--- src/hdl/isa_pkg.sv ---
package isa_pkg;

    // ------------------------------------------------------------------------
    // widths
    // ------------------------------------------------------------------------
    localparam int xlen       = 32;
    localparam int reg_addr_w = 5;
    localparam int csr_addr_w = 14;

    // LL bit control register.
    localparam logic [csr_addr_w-1:0] csr_llbctl = 14'h060;

    // ------------------------------------------------------------------------
    // opcodes
    // ------------------------------------------------------------------------
    typedef enum logic [4:0] {
        op_or,
        op_nor,
        op_and,
        op_xor,
        op_lu12i,   // immediate already placed in reg2.
        op_sll,
        op_srl,
        op_sra,
        op_add,
        op_sub,
        op_slt,
        op_sltu,
        op_mul,
        op_mulh,
        op_mulhu,
        op_div,
        op_divu,
        op_mod,
        op_modu,
        op_ld_b,
        op_ld_bu,
        op_ld_h,
        op_ld_hu,
        op_ld_w,
        op_ll_w,
        op_st_b,
        op_st_h,
        op_st_w,
        op_sc_w,
        op_nop
    } alu_op_e;

    // result group that feeds the write-back data.
    typedef enum logic [2:0] {
        sel_logic,
        sel_shift,
        sel_arith,
        sel_load_store,
        sel_none
    } alu_sel_e;

endpackage

--- src/hdl/stage_pkg.sv ---
package stage_pkg;

    localparam int ld_kinds = 6;                  // ld.b ld.bu ld.h ld.hu ld.w ll.w.
    localparam int st_kinds = 4;                  // st.b st.h st.w sc.w.
    localparam int strb_w   = isa_pkg::xlen / 8;

    // ------------------------------------------------------------------------
    // pipeline boundaries
    // ------------------------------------------------------------------------
    typedef struct packed {
        logic                              valid;
        logic [isa_pkg::xlen-1:0]          pc;
        logic [isa_pkg::xlen-1:0]          inst;
        isa_pkg::alu_op_e                  op;
        isa_pkg::alu_sel_e                 sel;
        logic [isa_pkg::xlen-1:0]          reg1;
        logic [isa_pkg::xlen-1:0]          reg2;
        logic                              reg_write_en;
        logic [isa_pkg::reg_addr_w-1:0]    reg_write_addr;
        logic                              is_exception;   // raised upstream.
    } dispatch_ex_t;

    typedef struct packed {
        logic                              valid;
        logic [isa_pkg::xlen-1:0]          pc;
        logic                              reg_write_en;
        logic [isa_pkg::reg_addr_w-1:0]    reg_write_addr;
        logic [isa_pkg::xlen-1:0]          reg_write_data;
        logic [isa_pkg::xlen-1:0]          mem_addr;
        logic [ld_kinds-1:0]               ld_en;
        logic [st_kinds-1:0]               st_en;          // msb is a successful sc.w.
        logic                              ale;
        logic                              llbit_we;
        logic                              llbit_wdata;
    } ex_mem_t;

    // data cache request, held until addr_ok.
    typedef struct packed {
        logic                              valid;
        logic                              op;             // 1 for store.
        logic [isa_pkg::xlen-1:0]          addr;
        logic [isa_pkg::xlen-1:0]          wdata;
        logic [strb_w-1:0]                 wstrb;
    } dcache_req_t;

    typedef struct packed {
        logic                              write_en;
        logic [isa_pkg::csr_addr_w-1:0]    write_addr;
        logic [isa_pkg::xlen-1:0]          write_data;
    } csr_fwd_t;

    // ------------------------------------------------------------------------
    // divider link
    // ------------------------------------------------------------------------
    typedef struct packed {
        logic                              start;
        logic                              is_signed;
        logic [isa_pkg::xlen-1:0]          dividend;
        logic [isa_pkg::xlen-1:0]          divisor;
    } div_req_t;

    typedef struct packed {
        logic                              done;
        logic [isa_pkg::xlen-1:0]          quotient;
        logic [isa_pkg::xlen-1:0]          remainder;
    } div_resp_t;

endpackage

--- src/hdl/alu_int.sv ---
module alu_int (
    input  isa_pkg::alu_op_e           op,
    input  logic [isa_pkg::xlen-1:0]   reg1,
    input  logic [isa_pkg::xlen-1:0]   reg2,
    output logic [isa_pkg::xlen-1:0]   logic_res,
    output logic [isa_pkg::xlen-1:0]   shift_res,
    output logic [isa_pkg::xlen-1:0]   arith_res
);

    logic [4:0]                   shamt;
    logic                         lt_signed;
    logic                         lt_unsigned;
    logic                         mul_signed;
    logic [isa_pkg::xlen-1:0]     mag1;
    logic [isa_pkg::xlen-1:0]     mag2;
    logic [2*isa_pkg::xlen-1:0]   mag_prod;
    logic [2*isa_pkg::xlen-1:0]   prod;

    assign shamt = reg2[4:0];

    always_comb begin
        case (op)
            isa_pkg::op_or, isa_pkg::op_lu12i: logic_res = reg1 | reg2;
            isa_pkg::op_nor:                   logic_res = ~(reg1 | reg2);
            isa_pkg::op_and:                   logic_res = reg1 & reg2;
            isa_pkg::op_xor:                   logic_res = reg1 ^ reg2;
            default:                           logic_res = '0;
        endcase
    end

    always_comb begin
        case (op)
            isa_pkg::op_sll: shift_res = reg1 << shamt;
            isa_pkg::op_srl: shift_res = reg1 >> shamt;
            isa_pkg::op_sra: shift_res = $unsigned($signed(reg1) >>> shamt);
            default:         shift_res = '0;
        endcase
    end

    assign lt_signed   = $signed(reg1) < $signed(reg2);
    assign lt_unsigned = reg1 < reg2;

    // ------------------------------------------------------------------------
    // multiply on magnitudes, sign restored on the full product.
    // ------------------------------------------------------------------------
    assign mul_signed = (op == isa_pkg::op_mul) || (op == isa_pkg::op_mulh);
    assign mag1       = (mul_signed && reg1[isa_pkg::xlen-1]) ? ~reg1 + 1'b1 : reg1;
    assign mag2       = (mul_signed && reg2[isa_pkg::xlen-1]) ? ~reg2 + 1'b1 : reg2;
    assign mag_prod   = {{isa_pkg::xlen{1'b0}}, mag1} * {{isa_pkg::xlen{1'b0}}, mag2};
    assign prod       = (mul_signed && (reg1[isa_pkg::xlen-1] ^ reg2[isa_pkg::xlen-1]))
                      ? ~mag_prod + 1'b1 : mag_prod;

    always_comb begin
        case (op)
            isa_pkg::op_add:   arith_res = reg1 + reg2;
            isa_pkg::op_sub:   arith_res = reg1 - reg2;
            isa_pkg::op_slt:   arith_res = {{(isa_pkg::xlen-1){1'b0}}, lt_signed};
            isa_pkg::op_sltu:  arith_res = {{(isa_pkg::xlen-1){1'b0}}, lt_unsigned};
            isa_pkg::op_mul:   arith_res = prod[isa_pkg::xlen-1:0];
            isa_pkg::op_mulh,
            isa_pkg::op_mulhu: arith_res = prod[2*isa_pkg::xlen-1:isa_pkg::xlen];
            default:           arith_res = '0;   // divides come from the divider.
        endcase
    end

endmodule

--- src/hdl/div_iter.sv ---
module div_iter (
    input  logic                  clk,
    input  logic                  arst_n,
    input  stage_pkg::div_req_t   req,
    output stage_pkg::div_resp_t  resp
);

    typedef enum logic [1:0] {
        st_idle,
        st_busy,
        st_done
    } state_e;

    state_e                                state_q;
    logic [$clog2(isa_pkg::xlen)-1:0]      cnt_q;
    logic [isa_pkg::xlen-1:0]              quo_q;     // dividend bits shift out, quotient in.
    logic [isa_pkg::xlen-1:0]              rem_q;
    logic [isa_pkg::xlen-1:0]              dsor_q;
    logic                                  q_neg_q;
    logic                                  r_neg_q;
    logic                                  dzero_q;
    logic [isa_pkg::xlen-1:0]              dend_mag;
    logic [isa_pkg::xlen-1:0]              dsor_mag;
    logic [isa_pkg::xlen:0]                trial;

    assign dend_mag = (req.is_signed && req.dividend[isa_pkg::xlen-1])
                    ? ~req.dividend + 1'b1 : req.dividend;
    assign dsor_mag = (req.is_signed && req.divisor[isa_pkg::xlen-1])
                    ? ~req.divisor + 1'b1 : req.divisor;

    // restoring step, borrow in the top bit.
    assign trial = {rem_q, quo_q[isa_pkg::xlen-1]} - {1'b0, dsor_q};

    always_ff @(posedge clk or negedge arst_n) begin
        if (!arst_n) begin
            state_q <= st_idle;
            cnt_q   <= '0;
        end else begin
            case (state_q)
                st_idle: begin
                    if (req.start) begin
                        state_q <= st_busy;
                        cnt_q   <= '0;
                    end
                end
                st_busy: begin
                    cnt_q <= cnt_q + 1'b1;
                    if (cnt_q == '1) begin
                        state_q <= st_done;   // all bits resolved.
                    end
                end
                default: state_q <= st_idle;
            endcase
        end
    end

    always_ff @(posedge clk) begin
        if (state_q == st_idle && req.start) begin
            quo_q   <= dend_mag;
            rem_q   <= '0;
            dsor_q  <= dsor_mag;
            q_neg_q <= req.is_signed && (req.dividend[isa_pkg::xlen-1] ^ req.divisor[isa_pkg::xlen-1]);
            r_neg_q <= req.is_signed && req.dividend[isa_pkg::xlen-1];
            dzero_q <= (req.divisor == '0);
        end else if (state_q == st_busy) begin
            if (!trial[isa_pkg::xlen]) begin
                rem_q <= trial[isa_pkg::xlen-1:0];
                quo_q <= {quo_q[isa_pkg::xlen-2:0], 1'b1};
            end else begin
                rem_q <= {rem_q[isa_pkg::xlen-2:0], quo_q[isa_pkg::xlen-1]};
                quo_q <= {quo_q[isa_pkg::xlen-2:0], 1'b0};
            end
        end
    end

    // a zero divisor leaves the dividend magnitude in rem_q.
    assign resp.done      = (state_q == st_done);
    assign resp.quotient  = dzero_q ? '1 : (q_neg_q ? ~quo_q + 1'b1 : quo_q);
    assign resp.remainder = r_neg_q ? ~rem_q + 1'b1 : rem_q;

endmodule

--- src/hdl/mem_agu.sv ---
module mem_agu (
    input  stage_pkg::dispatch_ex_t  dispatch,
    input  logic                     llbit,
    input  stage_pkg::csr_fwd_t      mem_fwd,
    input  stage_pkg::csr_fwd_t      wb_fwd,
    input  logic                     dcache_addr_ok,
    output stage_pkg::dcache_req_t   dcache_req,
    output stage_pkg::ex_mem_t       mem_fields,
    output logic                     stall
);

    logic                             llbit_eff;
    logic                             is_load;
    logic                             is_store;
    logic                             is_sc;
    logic                             sc_ok;
    logic [11:0]                      si12;
    logic [13:0]                      si14;
    logic [isa_pkg::xlen-1:0]         addr;
    logic                             ale;

    // ------------------------------------------------------------------------
    // LL bit, youngest write wins.
    // ------------------------------------------------------------------------
    always_comb begin
        if (mem_fwd.write_en && (mem_fwd.write_addr == isa_pkg::csr_llbctl)) begin
            llbit_eff = mem_fwd.write_data[0];
        end else if (wb_fwd.write_en && (wb_fwd.write_addr == isa_pkg::csr_llbctl)) begin
            llbit_eff = wb_fwd.write_data[0];
        end else begin
            llbit_eff = llbit;
        end
    end

    assign is_load  = dispatch.op inside {isa_pkg::op_ld_b, isa_pkg::op_ld_bu, isa_pkg::op_ld_h,
                                          isa_pkg::op_ld_hu, isa_pkg::op_ld_w, isa_pkg::op_ll_w};
    assign is_store = dispatch.op inside {isa_pkg::op_st_b, isa_pkg::op_st_h, isa_pkg::op_st_w};
    assign is_sc    = (dispatch.op == isa_pkg::op_sc_w);
    assign sc_ok    = is_sc && llbit_eff;

    assign si12 = dispatch.inst[21:10];
    assign si14 = dispatch.inst[23:10];

    always_comb begin
        if (is_load) begin
            addr = dispatch.reg1 + dispatch.reg2;
        end else if (is_store) begin
            addr = dispatch.reg1 + {{20{si12[11]}}, si12};
        end else if (is_sc) begin
            addr = dispatch.reg1 + {{16{si14[13]}}, si14, 2'b00};
        end else begin
            addr = '0;
        end
    end

    always_comb begin
        case (dispatch.op)
            isa_pkg::op_ld_h, isa_pkg::op_ld_hu, isa_pkg::op_st_h: ale = addr[0];
            isa_pkg::op_ld_w, isa_pkg::op_ll_w,
            isa_pkg::op_st_w, isa_pkg::op_sc_w:                    ale = |addr[1:0];
            default:                                               ale = 1'b0;
        endcase
    end

    // ------------------------------------------------------------------------
    // cache request
    // ------------------------------------------------------------------------
    always_comb begin
        dcache_req.valid = dispatch.valid && !dispatch.is_exception && !ale
                         && (is_load || is_store || sc_ok);   // failed sc.w stays local.
        dcache_req.op    = is_store || is_sc;
        dcache_req.addr  = addr;
        dcache_req.wstrb = '1;
        dcache_req.wdata = '0;
        case (dispatch.op)
            isa_pkg::op_st_b: begin
                dcache_req.wstrb = 4'b0001 << addr[1:0];
                dcache_req.wdata = {4{dispatch.reg2[7:0]}};
            end
            isa_pkg::op_st_h: begin
                dcache_req.wstrb = addr[1] ? 4'b1100 : 4'b0011;
                dcache_req.wdata = {2{dispatch.reg2[15:0]}};
            end
            isa_pkg::op_st_w, isa_pkg::op_sc_w: dcache_req.wdata = dispatch.reg2;
            default: ;
        endcase
    end

    assign stall = dcache_req.valid && !dcache_addr_ok;

    always_comb begin
        mem_fields             = '0;   // top level fills the rest.
        mem_fields.mem_addr    = addr;
        mem_fields.ale         = ale;
        mem_fields.ld_en       = {dispatch.op == isa_pkg::op_ll_w, dispatch.op == isa_pkg::op_ld_w,
                                  dispatch.op == isa_pkg::op_ld_hu, dispatch.op == isa_pkg::op_ld_h,
                                  dispatch.op == isa_pkg::op_ld_bu, dispatch.op == isa_pkg::op_ld_b};
        mem_fields.st_en       = {sc_ok, dispatch.op == isa_pkg::op_st_w,
                                  dispatch.op == isa_pkg::op_st_h, dispatch.op == isa_pkg::op_st_b};
        mem_fields.llbit_we    = (dispatch.op == isa_pkg::op_ll_w) || sc_ok;
        mem_fields.llbit_wdata = (dispatch.op == isa_pkg::op_ll_w);   // sc.w clears.
    end

endmodule

--- src/hdl/ex_stage.sv ---
module ex_stage (
    input  logic                     clk,
    input  logic                     arst_n,
    input  stage_pkg::dispatch_ex_t  dispatch,
    input  logic                     llbit,
    input  stage_pkg::csr_fwd_t      mem_fwd,
    input  stage_pkg::csr_fwd_t      wb_fwd,
    input  logic                     dcache_addr_ok,
    output stage_pkg::ex_mem_t       ex_mem,
    output stage_pkg::dcache_req_t   dcache_req,
    output logic                     pause
);

    logic [isa_pkg::xlen-1:0]   logic_res;
    logic [isa_pkg::xlen-1:0]   shift_res;
    logic [isa_pkg::xlen-1:0]   arith_res;
    stage_pkg::div_req_t        div_req;
    stage_pkg::div_resp_t       div_resp;
    stage_pkg::ex_mem_t         mem_fields;
    logic                       mem_stall;
    logic                       is_div;
    logic                       is_mod;
    logic                       div_stall;
    logic [isa_pkg::xlen-1:0]   wb_data;

    alu_int u_alu (
        .op        (dispatch.op),
        .reg1      (dispatch.reg1),
        .reg2      (dispatch.reg2),
        .logic_res (logic_res),
        .shift_res (shift_res),
        .arith_res (arith_res)
    );

    // ------------------------------------------------------------------------
    // divide control
    // ------------------------------------------------------------------------
    assign is_div = (dispatch.op == isa_pkg::op_div) || (dispatch.op == isa_pkg::op_divu);
    assign is_mod = (dispatch.op == isa_pkg::op_mod) || (dispatch.op == isa_pkg::op_modu);

    assign div_stall         = dispatch.valid && (is_div || is_mod) && !div_resp.done;
    assign div_req.start     = div_stall;   // held until the done cycle.
    assign div_req.is_signed = (dispatch.op == isa_pkg::op_div) || (dispatch.op == isa_pkg::op_mod);
    assign div_req.dividend  = dispatch.reg1;
    assign div_req.divisor   = dispatch.reg2;

    div_iter u_div (
        .clk    (clk),
        .arst_n (arst_n),
        .req    (div_req),
        .resp   (div_resp)
    );

    mem_agu u_agu (
        .dispatch       (dispatch),
        .llbit          (llbit),
        .mem_fwd        (mem_fwd),
        .wb_fwd         (wb_fwd),
        .dcache_addr_ok (dcache_addr_ok),
        .dcache_req     (dcache_req),
        .mem_fields     (mem_fields),
        .stall          (mem_stall)
    );

    assign pause = div_stall || mem_stall;

    always_comb begin
        case (dispatch.sel)
            isa_pkg::sel_logic: wb_data = logic_res;
            isa_pkg::sel_shift: wb_data = shift_res;
            isa_pkg::sel_arith: begin
                if (is_div) begin
                    wb_data = div_resp.quotient;
                end else if (is_mod) begin
                    wb_data = div_resp.remainder;
                end else begin
                    wb_data = arith_res;
                end
            end
            // sc.w success bit equals the effective LL bit.
            isa_pkg::sel_load_store: wb_data = (dispatch.op == isa_pkg::op_sc_w)
                ? {{(isa_pkg::xlen-1){1'b0}}, mem_fields.st_en[stage_pkg::st_kinds-1]} : '0;
            default: wb_data = '0;
        endcase
    end

    always_comb begin
        ex_mem                = mem_fields;
        ex_mem.valid          = dispatch.valid;
        ex_mem.pc             = dispatch.pc;
        ex_mem.reg_write_en   = dispatch.reg_write_en;
        ex_mem.reg_write_addr = dispatch.reg_write_addr;
        ex_mem.reg_write_data = wb_data;
    end

endmodule

--- config.mk ---
export PLATFORM = sky130hd
export DESIGN_NAME = ex_stage
export DESIGN_NICKNAME = d
export VERILOG_FILES = /design/src/hdl/isa_pkg.sv /design/src/hdl/stage_pkg.sv /design/src/hdl/alu_int.sv /design/src/hdl/div_iter.sv /design/src/hdl/mem_agu.sv /design/src/hdl/ex_stage.sv
export SDC_FILE = /design/constraint.sdc
export NUM_CORES = 2
export LEC_CHECK = 0
export BUFFER_PORTS_ARGS = -buffer_cell sky130_fd_sc_hd__buf_4
export CORE_MARGIN = 5
export CORE_UTILIZATION = 25
export CTS_CLUSTER_DIAMETER = 100
export DETAILED_ROUTE_END_ITERATION = 12
export PLACE_DENSITY = 0.39
export RECOVER_POWER = 25
export SETUP_SLACK_MARGIN = 0.5
export SYNTH_ARGS = -nofsm -noshare
export SYNTH_HDL_FRONTEND = slang
export SYNTH_SLANG_ARGS = --single-unit
--- constraint.sdc ---
create_clock -name clk -period 19.1 [get_ports clk]
set_input_delay 1.91 -clock clk [delete_from_list [all_inputs] [get_ports clk]]
set_output_delay 1.91 -clock clk [all_outputs]
set_load 0.005 [all_outputs]
-- After elaboration in Yosys (flattened, before gate mapping)
Index checks and enable logic that the tools add are counted.
Widths: inputs -> output; s select.
- $add $sub $neg: 11
- $mul: 1
- order comparisons: 2
- eq/ne operators: 38
- shifts and indexed selects: 4
- muxes and demuxes: 33
- bitwise operators: 10
- reductions and logical operators: 46
- operators with widths (operator ; number):
    $mux 32 ; 15
    $pmux 32 s4 ; 2
    $pmux 32 s3 ; 2
    $pmux 32 s6 ; 1
    $not 32->32 ; 5
    $add 32x1->32 const B ; 4
    $add 32x32->32 ; 3
    $eq 5x5->1 const B ; 14
    $add 64x1->64 const B ; 1
    $lt 32x32->1 ; 2
    $mul 32x32->64 ; 1
    $mux 64 ; 1
    $not 64->64 ; 1
    $eq 5x4->1 const B ; 8
    $sub 33x32->33 ; 1
    $and 32x32->32 ; 1
    $logic_not 32->1 ; 1
    $or 32x32->32 ; 1
    $shl 32x5->32 ; 1
    $shr 32x5->32 ; 1
    $sshr 32x5->32 ; 1
    $sub 32x32->32 ; 1
    $xor 32x32->32 ; 1
    $eq 14x7->1 const B ; 2
    other kinds (33) ; 74
- register bits after elaboration: 106
- input bits: 242

-- Longest topological paths before layout
- word-level depth: 12
- mapped depth: 46

-- Cells and area by module
Synthesis repeated with hierarchy kept, for this count alone.
- cell total of the unflattened synthesis: 7920
- area total of the unflattened synthesis: 61622.9 µm²
- modules (own cells, without submodules) (module ; times used ; cells each ; area an instance (µm²) ; seq. area each (µm²)):
    alu_int ; 1 ; 5704 ; 44506.4 ; 0.0
    div_iter ; 1 ; 1016 ; 8619.5 ; 2827.7
    mem_agu ; 1 ; 997 ; 6807.8 ; 0.0
    ex_stage ; 1 ; 203 ; 1689.1 ; 0.0

-- Worst setup path before layout
OpenSTA, ideal clock, no wires.
- path type: input -> output
- start: in dispatch[8] (netlist name)
- end: out ex_mem[76] (netlist name)
- arrival: 13.324 ns
- required time: 17.190 ns
- path slack: 3.866 ns
- cell stages on the path: 41
- path through: inv_2 -> buf_1 -> buf_1 -> clkbuf_1 -> ha_1 -> and4_1 -> nand3_1 -> nor3b_2 -> nand4_1 -> or3_1 -> nand2b_1 -> nor4_1 -> nor2_1 -> xnor2_1 -> buf_2 -> nand2_1 -> fa_1 -> inv_1 -> (+5 left out) -> fa_1 -> inv_1 -> fa_1 -> inv_1 -> ha_1 -> a21oi_2 -> o21ai_1 -> a21oi_1 -> o21ai_0 -> a221o_1 -> or2_1 -> o311ai_2 -> o2111ai_1 -> nor4b_4 -> nand4bb_1 -> nor3_2 -> mux2_2 -> nand2_1
- RTL lines (item ; line ; source):
    start: declaration ; ex_stage.sv:4 ; input stage_pkg::dispatch_ex_t dispatch,
    end: declaration ; ex_stage.sv:9 ; output stage_pkg::ex_mem_t ex_mem,

==> flow_summary_export.csv <==
group,metric,value,unit
worst_setup_path,path_max_fanout,28,
grt,overflow,0,
grt,grt_max_degree,70,
yosys,ys_seq_elements,106,
worst_setup_path,worst-setup-path-type,"in2out",
worst_setup_path,cp_common_cell,"fa_1",
placement,io_buffers,272,
clock_tree,cts_made_buffers,9,
clock_tree,cts_buffer_depth,2,
yosys,syn-cell-area,57890,um^2
finish,drive_above_1_share,9.674,%
worst_setup_path,startpoint_type,"primary input",
yosys,yosysMostFrequentCell,"inv_1",
yosys,postSynthNetCount,8998,
clock_tree,clkTransAtPathRegs,80,ps
finish,fillers,24996,
clock_tree,cts-hold-fix-buffers,0,
detailed_routing,drc,0,
sta,fmax,54.27,MHz
worst_setup_path,required,17190,ps
floorplanning,die_h,491.2,um
floorplanning,die_w,491.2,um
clock_tree,clkSinkCount,106,
worst_setup_path,path_buf_inv,8,
detailed_routing,route.met3.wl,20.98,mm
yosys,ys.flop_type,"edfxtp_1",
clock_tree,worstSkewPairLatency,440,ps
detailed_routing,post_drt_via_cell_ratio,5.261,
flow_run,drv_cap,8,
sta,fin_tns_setup,0,ps
yosys,yosysTopAreaCell,"fa_1",
detailed_routing,vias,54947,
sta,finClkSkew,24.15,ps
placement,gp_congestion,0.9495,
clock_tree,cts_tree,"done",
yosys,synth_edf_count,67,
sta,drv_slew,206,
detailed_routing,wl_per_cell,28.65,um
detailed_routing,top_layer_used,"met5",
sta,worstMarginPinSlew,3162,ps
yosys,syn_inst,7397,
yosys,synth.area.top_cells,"fa_1 (31%), ha_1 (9.9%), inv_1 (6.9%)",
detailed_routing,wl_met2,137.1,mm
detailed_routing,drtIter0Drc,5575,
worst_setup_path,cp_slowest_cell,"o21ai_0",
detailed_routing,first_pass_iters,9,
grt,antenna_found_initial,33,
finish,utilization,27.99,%
sta,fin_crit,18420,ps
yosys,synth.distinct_cells,115,
yosys,yosys-top-cells-count,"inv_1 (1062), nor2_1 (962), fa_1 (901)",
yosys,seq_area_frac_synth,4.885,%
worst_setup_path,critical-path-top-delay-family,"adder cells",
worst_setup_path,crit_path_max_incr_delay,860,ps
detailed_routing,postRouteWirelength,299.2,mm
worst_setup_path,arrival,16510,ps
floorplanning,ioPinCount,429,
clock_tree,post_cts_buffers,0,
floorplanning,fp.coreArea,230100,um^2
sta,rsz0062_at_grt,"false",
worst_setup_path,r2r_slack,14440,ps
yosys,yosysTopAreaCellShare,31.16,%
detailed_routing,ant_nets,0,
grt,grt_pass1_vias,54952,
yosys,async_flop_share,6.604,%
sta,setup_viol,0,
finish,nets,8997,
sta,slew_headroom,-112.4,%
status,status,"finished, violations left",
grt,grt_pass1_wl,422.5,mm
placement,dp_slack,1118,ps
worst_setup_path,worst_setup_path_end_kind,"output port",
detailed_routing,wl_met1,130.3,mm
sta,post-route-period-util,96.46,%
floorplanning,die_area,241300,um^2
clock_tree,ctsRootBufferMaster,"clkbuf_16",
sta,setup_ws,675.2,ps
clock_tree,ctsResizeCount,0,
clock_tree,htree_levels,3,
yosys,synth.avg_cell_area,7.826,um^2
worst_hold_path,hp-class,"reg2reg",
yosys,yosys_warnings,0,
status,violations,"capacitance limit, slew limit",
grt,grt_use_total,24.16,%
floorplanning,start_util,25.16,%
finish,area_growth,11.28,%
placement,hpwl,245.0,mm
floorplanning,rows,176,
sta,hold_viol_final,0,
==> kinds of logic after synthesis <==
family	Yosys count	share of synthesized area, %
simple gates	2380	18.10
buf+inv	1556	10.71
compound gates	1424	15.89
fa+ha+maj	1359	41.06
xor+xnor	455	6.949
mux	117	2.410
flops	106	4.885
==> stage by stage <==
step | hold WS [ps] | instance area, um^2 | cells
6_report | 514.3 | 64420 | 10445
4_1_cts | 516.7 | 64410 | 10426
3_5_place_dp | 503.8 | 64100 | 10410
5_1_grt | 533.4 | 64370 | 10427
3_3_place_gp | 487.0 | 64100 | 10410
2_1_floorplan | 464.9 | 57890 | 7397
==> path summary, 6_finish.rpt <==
check	cells after the start	start	endpoint
worst min register to register	1	u_div.cnt_q[2]	u_div.cnt_q[2]
min in group asynchronous	1	arst_n	u_div.state_q[0]
max in group asynchronous	1	arst_n	u_div.cnt_q[3]
worst max-delay path	40	dispatch[7]	ex_mem[75]
worst max register to register	16	u_div.quo_q[31]	u_div.rem_q[0]
worst min-delay path	1	u_div.cnt_q[2]	u_div.cnt_q[2]
==> final cells by class <==
class,count,area (um^2),share of cell area (%)
multi-input combinational,5735,49890,77.45
inverter,1068,4009,6.223
tap,3026,3786,5.878
timing repair buffer,476,3550,5.510
sequential,106,2828,4.390
clock buffer,9,225.2,0.3496
clock inverter,7,83.83,0.1301
antenna,18,45.04,0.06992
==> state kept, by name, indices dropped and copies added (netlist names) <==
signal,flops
u_div.quo_q,32
u_div.r_neg_q,1
u_div.q_neg_q,1
u_div.dsor_q,32
u_div.cnt_q,5
u_div.rem_q,32
u_div.state_q,2
u_div.dzero_q,1
==> placed cells by master (no fill, tap or decap), types with 39 or more instances in the layout <==
master,count
a31oi_1,41
xnor2_1,260
o221ai_1,45
nor2b_1,40
xor2_1,98
ha_1,458
o31ai_1,39
a221oi_1,54
nor3_1,97
o21ai_0,371
xnor2_2,74
edfxtp_1,67
or3_1,46
nand3_1,97
nor2_1,957
a21o_1,91
inv_1,1061
a21oi_1,381
nand4_1,43
mux2i_1,89
nand2_1,824
nand2b_1,56
o21bai_1,43
buf_4,464
fa_1,901
==> per-layer routing <==
metal,vias to the layer above,GRT usage (%)
met3,338,4.175
met4,16,7.491
met1,28376,32.87
li1,24133,-
met2,2084,39.05
met5,-,0
==> worst register-to-register path, delay by kind of cell (launching register included) <==
kind | cells | cell delay (ps)
simple gates | 1 | 200
compound gates | 9 | 1820
fa+ha+maj | 2 | 630
buf+inv | 2 | 660
xor+xnor | 1 | 130
mux | 1 | 460
flops | 1 | 680
Power is left out: the tool's default activity adds up to more than one toggle a clock period on the data nets, which glitch-free logic cannot reach.
